$ cat config.mk
export PLATFORM = sky130hd
export DESIGN_NAME = rvCore
export DESIGN_NICKNAME = d
export VERILOG_FILES = /design/src/verilog/rvIsaPkg.sv /design/src/verilog/rvCtrlPkg.sv /design/src/verilog/ctrlIf.sv /design/src/verilog/alu.sv /design/src/verilog/controlFsm.sv /design/src/verilog/datapath.sv /design/src/verilog/rvCore.sv
export SDC_FILE = /design/constraint.sdc
export NUM_CORES = 2
export LEC_CHECK = 0
export BUFFER_PORTS_ARGS = -buffer_cell sky130_fd_sc_hd__buf_2
export CAP_MARGIN = 20
export CORE_UTILIZATION = 49
export CTS_CLUSTER_SIZE = 40
export DETAILED_ROUTE_END_ITERATION = 6
export MAX_ROUTING_LAYER = met4
export PLACE_DENSITY = 0.73
export SLEW_MARGIN = 10
export SYNTH_ARGS = -nofsm -noshare
export SYNTH_HDL_FRONTEND = slang
export SYNTH_SLANG_ARGS = --single-unit
$ cat constraint.sdc
create_clock -name clk -period 15.9 [get_ports clk]
set_clock_uncertainty 0.2 [all_clocks]
set_input_delay 2.385 -clock clk [delete_from_list [all_inputs] [get_ports clk]]
set_output_delay 2.385 -clock clk [all_outputs]
set_load 0.01 [all_outputs]
$ cat src/verilog/rvIsaPkg.sv
// RV32I instruction encoding: opcodes, funct3 codes and the six instruction formats
// used by the FSM, the datapath and the ALU through scoped names
package rvIsaPkg;

  localparam int xlen = 32;
  localparam int regCount = 32;

  typedef logic [xlen-1:0] wordT;

  typedef enum logic [6:0] {
    rType      = 7'b0110011,
    iTypeLogic = 7'b0010011,
    iTypeLoad  = 7'b0000011,
    iTypeJalr  = 7'b1100111,
    sType      = 7'b0100011,
    bType      = 7'b1100011,
    jType      = 7'b1101111,
    uTypeLui   = 7'b0110111,
    uTypeAuipc = 7'b0010111,
    fence      = 7'b0001111
  } opcodeT;

  // load and store widths
  localparam logic [2:0] f3Byte  = 3'b000;
  localparam logic [2:0] f3Half  = 3'b001;
  localparam logic [2:0] f3Word  = 3'b010;
  localparam logic [2:0] f3ByteU = 3'b100;
  localparam logic [2:0] f3HalfU = 3'b101;

  // alu operations for op and op-imm
  localparam logic [2:0] f3AddSub = 3'b000;
  localparam logic [2:0] f3Sll    = 3'b001;
  localparam logic [2:0] f3Slt    = 3'b010;
  localparam logic [2:0] f3Sltu   = 3'b011;
  localparam logic [2:0] f3Xor    = 3'b100;
  localparam logic [2:0] f3SrlSra = 3'b101;
  localparam logic [2:0] f3Or     = 3'b110;
  localparam logic [2:0] f3And    = 3'b111;

  typedef struct packed {
    logic [6:0] funct7;
    logic [4:0] rs2;
    logic [4:0] rs1;
    logic [2:0] funct3;
    logic [4:0] rd;
    opcodeT     opcode;
  } rFmtT;

  typedef struct packed {
    logic [11:0] imm;
    logic [4:0]  rs1;
    logic [2:0]  funct3;
    logic [4:0]  rd;
    opcodeT      opcode;
  } iFmtT;

  typedef struct packed {
    logic [6:0] immHi;
    logic [4:0] rs2;
    logic [4:0] rs1;
    logic [2:0] funct3;
    logic [4:0] immLo;
    opcodeT     opcode;
  } sFmtT;

  typedef struct packed {
    logic       imm12;
    logic [5:0] immHi;    // imm[10:5]
    logic [4:0] rs2;
    logic [4:0] rs1;
    logic [2:0] funct3;
    logic [3:0] immLo;    // imm[4:1]
    logic       imm11;
    opcodeT     opcode;
  } bFmtT;

  typedef struct packed {
    logic [19:0] imm;
    logic [4:0]  rd;
    opcodeT      opcode;
  } uFmtT;

  typedef struct packed {
    logic       imm20;
    logic [9:0] imm10to1;
    logic       imm11;
    logic [7:0] imm19to12;
    logic [4:0] rd;
    opcodeT     opcode;
  } jFmtT;

  typedef union packed {
    rFmtT rFmt;
    iFmtT iFmt;
    sFmtT sFmt;
    bFmtT bFmt;
    uFmtT uFmt;
    jFmtT jFmt;
  } instrWordT;

endpackage

$ cat src/verilog/rvCtrlPkg.sv
// control encoding between the FSM and the datapath: states, mux selects, alu classes
package rvCtrlPkg;

  localparam logic [31:0] resetPc = 32'h0000_0000;

  typedef enum logic [4:0] {
    fetch      = 5'd0,
    decode     = 5'd1,
    executeR   = 5'd2,
    executeI   = 5'd3,
    uncondJump = 5'd4,
    memAdr     = 5'd5,
    memRead    = 5'd6,
    memWrite   = 5'd7,
    memWb      = 5'd8,
    aluWb      = 5'd9,
    branchEq   = 5'd10,
    branchComp = 5'd11,
    lui        = 5'd12,
    auipc      = 5'd13,
    jalrCalc   = 5'd14,
    jalrLink   = 5'd15,
    primeFetch = 5'd16
  } fsmStateT;

  typedef enum logic {adrPc, adrAluOut} adrSrcT;
  typedef enum logic [1:0] {srcAPc, srcAOldPc, srcARegA, srcAZero} aluSrcAT;
  typedef enum logic [1:0] {srcBRegB, srcBImm, srcBFour} aluSrcBT;
  typedef enum logic [1:0] {resultAluOut, resultMdr, resultAluResult} resultSrcT;
  typedef enum logic [1:0] {pcIncrement, pcAluOut, pcAluResultClr} pcSrcT;
  typedef enum logic [1:0] {aluAdd, aluSubCmp, aluFunct} aluClassT;

endpackage

$ cat src/verilog/ctrlIf.sv
// control strobes and selects from the FSM, instruction and flags back from the datapath
`timescale 1ns/1ps

interface ctrlIf;
  logic                  irWrite;
  logic                  regWrite;
  logic                  pcUpdate;
  rvCtrlPkg::adrSrcT     adrSrc;
  rvCtrlPkg::aluSrcAT    aluSrcA;
  rvCtrlPkg::aluSrcBT    aluSrcB;
  rvCtrlPkg::aluClassT   aluClass;
  rvCtrlPkg::resultSrcT  resultSrc;
  rvCtrlPkg::pcSrcT      pcSrc;
  logic [3:0]            memByteEn;  // read at the top level only

  rvIsaPkg::instrWordT   instr;
  logic                  zero;
  logic                  cmpBit;     // lsb of the alu result
  logic [3:0]            storeLanes;

  modport fsm (
    output irWrite, regWrite, pcUpdate, adrSrc, aluSrcA, aluSrcB, aluClass,
    output resultSrc, pcSrc, memByteEn,
    input  instr, zero, cmpBit, storeLanes
  );

  modport dp (
    input  irWrite, regWrite, pcUpdate, adrSrc, aluSrcA, aluSrcB, aluClass,
    input  resultSrc, pcSrc,
    output instr, zero, cmpBit, storeLanes
  );
endinterface

$ cat src/verilog/alu.sv
// 32-bit combinational ALU, operation picked from the class, funct3 and funct7 bit 5
`timescale 1ns/1ps

module alu (
  input  rvIsaPkg::wordT      a,
  input  rvIsaPkg::wordT      b,
  input  rvCtrlPkg::aluClassT aluClass,
  input  logic [2:0]          funct3,
  input  logic                funct7b5,
  input  logic                isRegOp,
  output rvIsaPkg::wordT      result,
  output logic                zero
);

  logic       lessS;
  logic       lessU;
  logic [4:0] shamt;

  assign lessS = $signed(a) < $signed(b);
  assign lessU = a < b;
  assign shamt = b[4:0];

  always_comb begin
    result = '0;
    case (aluClass)
      rvCtrlPkg::aluAdd: result = a + b;
      rvCtrlPkg::aluSubCmp: begin
        if (!funct3[2]) begin
          result = a - b;  // equality via zero
        end else begin
          result = {{(rvIsaPkg::xlen-1){1'b0}}, funct3[1] ? lessU : lessS};
        end
      end
      default: begin
        case (funct3)
          rvIsaPkg::f3AddSub: result = (isRegOp && funct7b5) ? a - b : a + b;
          rvIsaPkg::f3Sll:    result = a << shamt;
          rvIsaPkg::f3Slt:    result = {{(rvIsaPkg::xlen-1){1'b0}}, lessS};
          rvIsaPkg::f3Sltu:   result = {{(rvIsaPkg::xlen-1){1'b0}}, lessU};
          rvIsaPkg::f3Xor:    result = a ^ b;
          // srai carries funct7b5 too, so no isRegOp check here
          rvIsaPkg::f3SrlSra: result = funct7b5 ? $unsigned($signed(a) >>> shamt) : a >> shamt;
          rvIsaPkg::f3Or:     result = a | b;
          rvIsaPkg::f3And:    result = a & b;
        endcase
      end
    endcase
  end

  assign zero = (result == '0);

endmodule

$ cat src/verilog/controlFsm.sv
// Moore control FSM for the multicycle core, one state per clock
// outputs follow the state, branches also look at zero and cmpBit
`timescale 1ns/1ps

module controlFsm (
  input  logic                clk,
  input  logic                reset,
  ctrlIf.fsm                  ctl,
  output rvCtrlPkg::fsmStateT state
);

  rvCtrlPkg::fsmStateT nextState;
  rvIsaPkg::opcodeT    opcode;
  logic [2:0]          funct3;

  assign opcode = ctl.instr.rFmt.opcode;
  assign funct3 = ctl.instr.rFmt.funct3;

  always_comb begin
    case (state)
      rvCtrlPkg::fetch: nextState = rvCtrlPkg::decode;
      rvCtrlPkg::decode: begin
        case (opcode)
          rvIsaPkg::rType:      nextState = rvCtrlPkg::executeR;
          rvIsaPkg::iTypeLogic: nextState = rvCtrlPkg::executeI;
          rvIsaPkg::iTypeLoad:  nextState = rvCtrlPkg::memAdr;
          rvIsaPkg::sType:      nextState = rvCtrlPkg::memAdr;
          rvIsaPkg::jType:      nextState = rvCtrlPkg::uncondJump;
          rvIsaPkg::iTypeJalr:  nextState = rvCtrlPkg::jalrCalc;
          rvIsaPkg::uTypeLui:   nextState = rvCtrlPkg::lui;
          rvIsaPkg::uTypeAuipc: nextState = rvCtrlPkg::auipc;
          // beq/bne have funct3[2] clear, the four compares have it set
          rvIsaPkg::bType:
            nextState = funct3[2] ? rvCtrlPkg::branchComp : rvCtrlPkg::branchEq;
          default:              nextState = rvCtrlPkg::fetch;  // fence and unknown opcodes
        endcase
      end
      rvCtrlPkg::executeR,
      rvCtrlPkg::executeI,
      rvCtrlPkg::uncondJump,
      rvCtrlPkg::lui,
      rvCtrlPkg::auipc,
      rvCtrlPkg::jalrLink:  nextState = rvCtrlPkg::aluWb;
      rvCtrlPkg::memAdr:
        nextState = (opcode == rvIsaPkg::iTypeLoad) ? rvCtrlPkg::memRead : rvCtrlPkg::memWrite;
      rvCtrlPkg::memRead:   nextState = rvCtrlPkg::memWb;
      rvCtrlPkg::memWrite:  nextState = rvCtrlPkg::primeFetch;
      rvCtrlPkg::jalrCalc:  nextState = rvCtrlPkg::jalrLink;
      default:              nextState = rvCtrlPkg::fetch;
    endcase
  end

  always_comb begin
    ctl.irWrite   = 1'b0;
    ctl.regWrite  = 1'b0;
    ctl.pcUpdate  = 1'b0;
    ctl.adrSrc    = rvCtrlPkg::adrPc;
    ctl.aluSrcA   = rvCtrlPkg::srcARegA;
    ctl.aluSrcB   = rvCtrlPkg::srcBImm;
    ctl.aluClass  = rvCtrlPkg::aluAdd;
    ctl.resultSrc = rvCtrlPkg::resultAluOut;
    ctl.pcSrc     = rvCtrlPkg::pcIncrement;
    ctl.memByteEn = 4'b0000;

    case (state)
      rvCtrlPkg::fetch: begin
        ctl.irWrite   = 1'b1;
        ctl.pcUpdate  = 1'b1;
        ctl.aluSrcA   = rvCtrlPkg::srcAPc;  // pc + 4 goes through the alu
        ctl.aluSrcB   = rvCtrlPkg::srcBFour;
        ctl.resultSrc = rvCtrlPkg::resultAluResult;
      end
      rvCtrlPkg::decode: begin
        ctl.aluSrcA = rvCtrlPkg::srcAOldPc;  // branch / jal target lands in aluOut
      end
      rvCtrlPkg::executeR: begin
        ctl.aluSrcB  = rvCtrlPkg::srcBRegB;
        ctl.aluClass = rvCtrlPkg::aluFunct;
      end
      rvCtrlPkg::executeI: ctl.aluClass = rvCtrlPkg::aluFunct;
      rvCtrlPkg::uncondJump: begin
        ctl.aluSrcA  = rvCtrlPkg::srcAOldPc;  // link value
        ctl.aluSrcB  = rvCtrlPkg::srcBFour;
        ctl.pcSrc    = rvCtrlPkg::pcAluOut;
        ctl.pcUpdate = 1'b1;
      end
      rvCtrlPkg::memRead: ctl.adrSrc = rvCtrlPkg::adrAluOut;  // alu keeps the address in aluOut
      rvCtrlPkg::memWrite: begin
        ctl.adrSrc    = rvCtrlPkg::adrAluOut;
        ctl.memByteEn = ctl.storeLanes;
      end
      rvCtrlPkg::memWb: begin
        ctl.resultSrc = rvCtrlPkg::resultMdr;
        ctl.regWrite  = 1'b1;
      end
      rvCtrlPkg::aluWb: ctl.regWrite = 1'b1;
      rvCtrlPkg::branchEq: begin
        ctl.aluSrcB  = rvCtrlPkg::srcBRegB;
        ctl.aluClass = rvCtrlPkg::aluSubCmp;
        ctl.pcSrc    = rvCtrlPkg::pcAluOut;
        ctl.pcUpdate = ctl.zero ^ funct3[0];  // funct3[0] turns beq into bne
      end
      rvCtrlPkg::branchComp: begin
        ctl.aluSrcB  = rvCtrlPkg::srcBRegB;
        ctl.aluClass = rvCtrlPkg::aluSubCmp;
        ctl.pcSrc    = rvCtrlPkg::pcAluOut;
        ctl.pcUpdate = ctl.cmpBit ^ funct3[0];  // bge/bgeu are inverted blt/bltu
      end
      rvCtrlPkg::lui:   ctl.aluSrcA = rvCtrlPkg::srcAZero;
      rvCtrlPkg::auipc: ctl.aluSrcA = rvCtrlPkg::srcAOldPc;
      rvCtrlPkg::jalrCalc: begin
        ctl.pcSrc    = rvCtrlPkg::pcAluResultClr;  // rs1 + imm with bit 0 cleared
        ctl.pcUpdate = 1'b1;
      end
      rvCtrlPkg::jalrLink: begin
        ctl.aluSrcA = rvCtrlPkg::srcAOldPc;
        ctl.aluSrcB = rvCtrlPkg::srcBFour;
      end
      default: ;  // memAdr and primeFetch use the defaults
    endcase
  end

  always_ff @(posedge clk) begin
    if (reset) begin
      state <= rvCtrlPkg::fetch;
    end else begin
      state <= nextState;
    end
  end

endmodule

$ cat src/verilog/datapath.sv
// datapath of the multicycle core: pc, instruction and data registers, register file,
// immediate extension, load and store lane alignment around one alu
`timescale 1ns/1ps

module datapath (
  input  logic           clk,
  input  logic           reset,
  ctrlIf.dp              ctl,
  output rvIsaPkg::wordT memAddr,
  output rvIsaPkg::wordT memWriteData,
  input  rvIsaPkg::wordT memReadData
);

  rvIsaPkg::wordT      pc;
  rvIsaPkg::wordT      oldPc;
  rvIsaPkg::instrWordT instr;
  rvIsaPkg::wordT      mdr;
  rvIsaPkg::wordT      regA;
  rvIsaPkg::wordT      regB;
  rvIsaPkg::wordT      aluOut;
  rvIsaPkg::wordT      regFile [rvIsaPkg::regCount];

  logic [4:0]     rs1;
  logic [4:0]     rs2;
  logic [4:0]     rd;
  logic [2:0]     funct3;
  logic           isRegOp;
  rvIsaPkg::wordT rd1;
  rvIsaPkg::wordT rd2;
  rvIsaPkg::wordT immExt;
  rvIsaPkg::wordT srcA;
  rvIsaPkg::wordT srcB;
  rvIsaPkg::wordT aluResult;
  rvIsaPkg::wordT loadShifted;
  rvIsaPkg::wordT loadData;
  rvIsaPkg::wordT result;
  rvIsaPkg::wordT pcNext;

  assign rs1     = instr.rFmt.rs1;
  assign rs2     = instr.rFmt.rs2;
  assign rd      = instr.rFmt.rd;
  assign funct3  = instr.rFmt.funct3;
  assign isRegOp = (instr.rFmt.opcode == rvIsaPkg::rType);

  assign ctl.instr = instr;

  // x0 is hardwired to zero
  assign rd1 = (rs1 == 5'd0) ? '0 : regFile[rs1];
  assign rd2 = (rs2 == 5'd0) ? '0 : regFile[rs2];

  always_comb begin
    case (instr.rFmt.opcode)
      rvIsaPkg::sType:
        immExt = {{20{instr.sFmt.immHi[6]}}, instr.sFmt.immHi, instr.sFmt.immLo};
      rvIsaPkg::bType:
        immExt = {{19{instr.bFmt.imm12}}, instr.bFmt.imm12, instr.bFmt.imm11,
                  instr.bFmt.immHi, instr.bFmt.immLo, 1'b0};
      rvIsaPkg::uTypeLui,
      rvIsaPkg::uTypeAuipc:
        immExt = {instr.uFmt.imm, 12'b0};
      rvIsaPkg::jType:
        immExt = {{11{instr.jFmt.imm20}}, instr.jFmt.imm20, instr.jFmt.imm19to12,
                  instr.jFmt.imm11, instr.jFmt.imm10to1, 1'b0};
      default:
        immExt = {{20{instr.iFmt.imm[11]}}, instr.iFmt.imm};  // op-imm, loads, jalr
    endcase
  end

  always_comb begin
    case (ctl.aluSrcA)
      rvCtrlPkg::srcAPc:    srcA = pc;
      rvCtrlPkg::srcAOldPc: srcA = oldPc;
      rvCtrlPkg::srcARegA:  srcA = regA;
      default:              srcA = '0;
    endcase
    case (ctl.aluSrcB)
      rvCtrlPkg::srcBRegB: srcB = regB;
      rvCtrlPkg::srcBImm:  srcB = immExt;
      default:             srcB = 32'd4;
    endcase
  end

  alu i_alu (
    .a        (srcA),
    .b        (srcB),
    .aluClass (ctl.aluClass),
    .funct3   (funct3),
    .funct7b5 (instr.rFmt.funct7[5]),
    .isRegOp  (isRegOp),
    .result   (aluResult),
    .zero     (ctl.zero)
  );

  assign ctl.cmpBit = aluResult[0];

  // loads pick their lane out of the word read, aluOut still holds the address
  assign loadShifted = mdr >> {aluOut[1:0], 3'b000};

  always_comb begin
    case (funct3)
      rvIsaPkg::f3Byte:  loadData = {{24{loadShifted[7]}}, loadShifted[7:0]};
      rvIsaPkg::f3Half:  loadData = {{16{loadShifted[15]}}, loadShifted[15:0]};
      rvIsaPkg::f3ByteU: loadData = {24'b0, loadShifted[7:0]};
      rvIsaPkg::f3HalfU: loadData = {16'b0, loadShifted[15:0]};
      rvIsaPkg::f3Word:  loadData = mdr;
      default:           loadData = mdr;
    endcase
  end

  always_comb begin
    case (funct3)
      rvIsaPkg::f3Byte: ctl.storeLanes = 4'b0001 << aluOut[1:0];
      rvIsaPkg::f3Half: ctl.storeLanes = 4'b0011 << {aluOut[1], 1'b0};
      default:          ctl.storeLanes = 4'b1111;  // f3Word
    endcase
  end

  assign memWriteData = regB << {aluOut[1:0], 3'b000};  // aligned stores only
  assign memAddr = (ctl.adrSrc == rvCtrlPkg::adrAluOut) ? aluOut : pc;

  always_comb begin
    case (ctl.resultSrc)
      rvCtrlPkg::resultMdr:       result = loadData;
      rvCtrlPkg::resultAluResult: result = aluResult;
      default:                    result = aluOut;
    endcase
    case (ctl.pcSrc)
      rvCtrlPkg::pcAluOut:       pcNext = aluOut;
      rvCtrlPkg::pcAluResultClr: pcNext = {aluResult[rvIsaPkg::xlen-1:1], 1'b0};
      default:                   pcNext = result;  // pc + 4 from fetch
    endcase
  end

  always_ff @(posedge clk) begin
    if (reset) begin
      pc <= rvCtrlPkg::resetPc;
    end else if (ctl.pcUpdate) begin
      pc <= pcNext;
    end
  end

  always_ff @(posedge clk) begin
    if (ctl.irWrite) begin
      instr <= memReadData;
      oldPc <= pc;
    end
    mdr    <= memReadData;
    regA   <= rd1;
    regB   <= rd2;
    aluOut <= aluResult;
    if (ctl.regWrite && rd != 5'd0) begin
      regFile[rd] <= result;
    end
  end

endmodule

$ cat src/verilog/rvCore.sv
// top level of the multicycle RV32I core, memory sits outside on plain ports
// combinational read, byte-enabled write at the clock edge
`timescale 1ns/1ps

module rvCore (
  input  logic           clk,
  input  logic           reset,
  input  rvIsaPkg::wordT memReadData,
  output rvIsaPkg::wordT memAddr,
  output rvIsaPkg::wordT memWriteData,
  output logic [3:0]     memByteEn,
  output logic [4:0]     fsmState
);

  rvCtrlPkg::fsmStateT state;

  ctrlIf ctl ();

  controlFsm i_controlFsm (
    .clk   (clk),
    .reset (reset),
    .ctl   (ctl.fsm),
    .state (state)
  );

  datapath i_datapath (
    .clk          (clk),
    .reset        (reset),
    .ctl          (ctl.dp),
    .memAddr      (memAddr),
    .memWriteData (memWriteData),
    .memReadData  (memReadData)
  );

  assign memByteEn = ctl.memByteEn;
  assign fsmState  = state;  // lets the testbench count fetch cycles

endmodule

==> results.yml <==
finish:
  area_growth_pct: 11.3
  layout.nets: 4863
  stdcell_count: 6625
  drive_gt1_share_pct: 27.1
pwr:
  leakage_nw: 25.1
  ir_drop_mv: 0.115
  power_density_nw_per_um2: 133
yosys:
  synth_top_area_share_pct: 48.5
  netlist_area_um2: 67400
  ys_seq_area_share_pct: 53.4
  synth_largest_area_cell: "edfxtp_1"
  ys_types: 104
  synthTopCellsByArea: "edfxtp_1 48%, mux4_2 21%, dfxtp_1 4.9%"
  synth_area_per_cell_um2: 14.5
  synth_cells: 4666
  synth_edf_count: 1088
  ys_seq_elements: 1253
  yosysWarnings: 0
  synth_flop_cell: "edfxtp_1"
  synthArstFlopShare_pct: 0
cts:
  clock_path_buffers: 3
  postCtsSetupRepairBufs: 0
  cts_buffers: 131
  cts_max_level: 4
  clk_latency_ns: 0.79
  cts-hold-fix-buffers: 0
  cts_tree: "done"
  clock-sinks: 1253
  cts_resized: 0
  path_clk_slew_ns: 0.06
  cts_root_buffer: "clkbuf_16"
drt:
  vias: 49000
  vias_per_cell: 7.40
  drtPass1Iterations: 7
  post_drt_wl_per_cell_um: 39.6
  totalWireLength_um: 262000
  route.detailed.drc: 1
  drtIter0Drc: 7730
  ant_nets: 0
sta:
  layout_setup_ws_ns: 6.04
  worst_pin_slew_ns: 1.21
  drv_slew: 0
  setup_tns_ns: 0
  fin_crit_ns: 9.86
  setup_violations: 0
  hold_ws_ns: 0.286
  max_freq_mhz: 101
  fin_crit_sh_pct: 62.0
  slew_headroom_pct: 18.4
  rsz0062_at_grt: "no"
  hold_viol: 0
placement:
  place_inst: 6371
  hpwl_um: 168000
  portBuffers: 106
  routabilityCongestion: 1.11
  dpl_worst_slack_ns: 6.47
floorplan:
  fp.dieW_um: 373
  core_um2: 136000
  ios: 107
  std_cell_rows: 135
  die_h_um: 373
  die_area_um2: 139000
  initial_core_util_pct: 49.6
global_route:
  track_usage_pct: 38.5
  overflow: 0
  grt_max_degree: 122
  first_global_vias: 48000
  antenna_found_initial: 13
  grt_pass1_wl_um: 366000
worst_setup_path:
  crit_chain: "nor2b_1 -> or4_1 -> a32o_1 -> buf_4 -> nor2_2 -> inv_1 -> ha_1 -> fa_1 -> a21o_1 -> a31oi_1 -> a21oi_1 -> o31ai_1 -> o21ai_1 -> and2_1 -> a311oi_1 -> o41a_1 -> mux2_1 -> a211oi_1 -> a22oi_1 -> or2_2 -> or2_1 -> a21oi_4 -> buf_4 -> mux2_2"
  cp-end-kind: "flip-flop"
  arrival_ns: 10.31
  cpMaxStageDelayCell: "dfxtp_1"
  crit_type: "flip-flop to flip-flop"
  rrSetupSlack_ns: 6.04
  crit_path_max_incr_delay_ns: 0.98
  cp-start-kind: "flip-flop"
  worst_ep_required_time_ns: 16.35
  cp_max_fo: 28
  cp_common_cell: "buf_4"
status:
  status: "finished, violations left"
  violations: "design-rule violations"
hold_path:
  hold_class: "flip-flop to flip-flop"
flow_run:
  maxCapViolCount: 0
==> sequential cells by signal (all words and copies together), names as in the netlist, 32 cells and up <==
register and flops:
i_datapath.regB 32, i_datapath.aluOut 32, i_datapath.regFile 1024, i_datapath.ctl.instr 32
i_datapath.regA 32, i_datapath.mdr 32, i_datapath.oldPc 32, i_datapath.pc 32
==> layer usage <==
| layer | track usage, % | part of all wire [%] | vias up | wire length [µm] |
|---|---|---|---|---|
| met2 | 56.6 | 45 | 4112 | 118000 |
| li1 | - | - | 19200 | - |
| met5 | - | 0 | - | 0 |
| met4 | 24.7 | 7.7 | 0 | 20200 |
| met1 | 47.4 | 34 | 24800 | 90200 |
| met3 | 10.1 | 13 | 952 | 34100 |
==> cells in the final DEF (no fill, tap or decap), drive strengths merged, types with 16 or more instances in the layout <==
| master | synthesis | routed |
|---|---|---|
| xnor2 | 25 | 25 |
| o21ai | 168 | 168 |
| dfxtp | 165 | 165 |
| and2 | 28 | 28 |
| nor3 | 137 | 137 |
| clkinv | 3 | 50 |
| nand3 | 73 | 73 |
| inv | 145 | 153 |
| o211ai | 65 | 65 |
| mux4 | 643 | 643 |
| nand2 | 208 | 208 |
| a21o | 25 | 25 |
| and3 | 19 | 19 |
| nor2b | 25 | 25 |
| nor4 | 21 | 21 |
| o22ai | 27 | 27 |
| or2 | 23 | 23 |
| a21oi | 240 | 240 |
| nor2 | 286 | 286 |
| clkbuf | 256 | 164 |
| o221ai | 24 | 24 |
| a221oi | 23 | 23 |
| edfxtp | 1088 | 1088 |
| ha | 101 | 101 |
| conb | 1 | 32 |
| o21a | 34 | 34 |
| or3 | 27 | 27 |
| mux2 | 42 | 42 |
| a211oi | 92 | 92 |
| a211o | 16 | 16 |
| a31oi | 56 | 56 |
| buf | 127 | 279 |
| a22oi | 20 | 20 |
| o31ai | 16 | 16 |
| mux2i | 139 | 139 |
| a221o | 76 | 76 |
==> cell type report <==
cell class,count,area (µm²)
tap,1781,2230
multi-input combinational,2913,29900
antenna,10,25.0
inverter,148,556
timing repair buffer,279,1950
sequential,1253,36000
clock inverter,77,901
clock buffer,164,3460
fill,10500,60900
==> kinds of logic (layout without fill, tap and decap cells) <==
kind of cell / Yosys count / count (layout) / share of synthesized area, %
flip-flops: 1253 / 1253 / 53.4
multiplexers: 824 / 824 / 24.2
AND/OR/NAND/NOR: 916 / 916 / 6.58
buffers and inverters: 531 / 668 / 3.12
XOR/XNOR: 31 / 31 / 0.403
other: 1 / 42 / 0.00556
AO/OA/AOI/OAI: 1007 / 1007 / 10.4
adder cells (fa/ha/maj): 103 / 103 / 1.93
==> worst max-delay path, delay by kind of cell (launching register included) <==
kind            cells  cell delay (ns)
compound gates     11             3.20
simple gates        6             2.64
flops               1             0.98
buf+inv             3             0.96
fa+ha+maj           2             0.90
mux                 2             0.76
==> synth_stat cells, types with 10 or more instances <==
cell type,instances
o211ai_1,65
o221ai_1,24
nor4_1,19
nor2_1,284
a31oi_1,55
nand2b_1,12
xnor2_1,25
o21a_1,34
a21oi_1,239
buf_2,36
nor3_1,120
a21o_1,24
a22oi_1,20
a221oi_1,22
buf_1,78
inv_1,139
ha_1,101
clkbuf_1,256
or3_1,27
mux2_2,40
mux4_2,643
o31ai_1,16
edfxtp_1,1088
nand2_1,208
nor2b_1,25
o21ai_0,163
mux2i_1,138
nor3_2,16
a211o_1,16
a221o_1,76
o22ai_1,27
dfxtp_1,165
and3_1,19
a211oi_1,91
and2_1,28
nand3_1,73
nand4_1,15
nand3b_1,10
or2_2,19
o21bai_1,14
==> power breakdown <==
part | internal, mW | switching [mW] | total [mW] | leakage [nW]
logic | 0.902 | 1.80 | 2.70 | 11.7
clock network | 1.78 | 1.36 | 3.14 | 2.11
registers | 3.97 | 0.185 | 4.16 | 11.4
total | 6.66 | 3.34 | 10.0 | 25.1
==> final timing paths <==
kind | cells past startpoint | start | endpoint
worst max-delay path | 24 | i_controlFsm.state[3] | i_datapath.pc[0]
worst min-delay path | 0 | i_datapath.pc[19] | i_datapath.oldPc[19]
worst max register to register | 24 | i_controlFsm.state[3] | i_datapath.pc[0]
worst min register to register | 0 | i_datapath.pc[19] | i_datapath.oldPc[19]
==> through the flow <==
| stage | power [mW] | area, µm² | utilization (%) |
|---|---|---|---|
| global placement | 6.78 | 70500 | 51.9 |
| finish | 10.0 | 75000 | 55.2 |
| detailed placement | 6.81 | 70600 | 51.9 |
| CTS | 9.91 | 75000 | 55.1 |
| global route | 10.2 | 75000 | 55.2 |
| floorplan | 5.75 | 67500 | - |
Note: power is estimated with default switching activity, not from simulation.
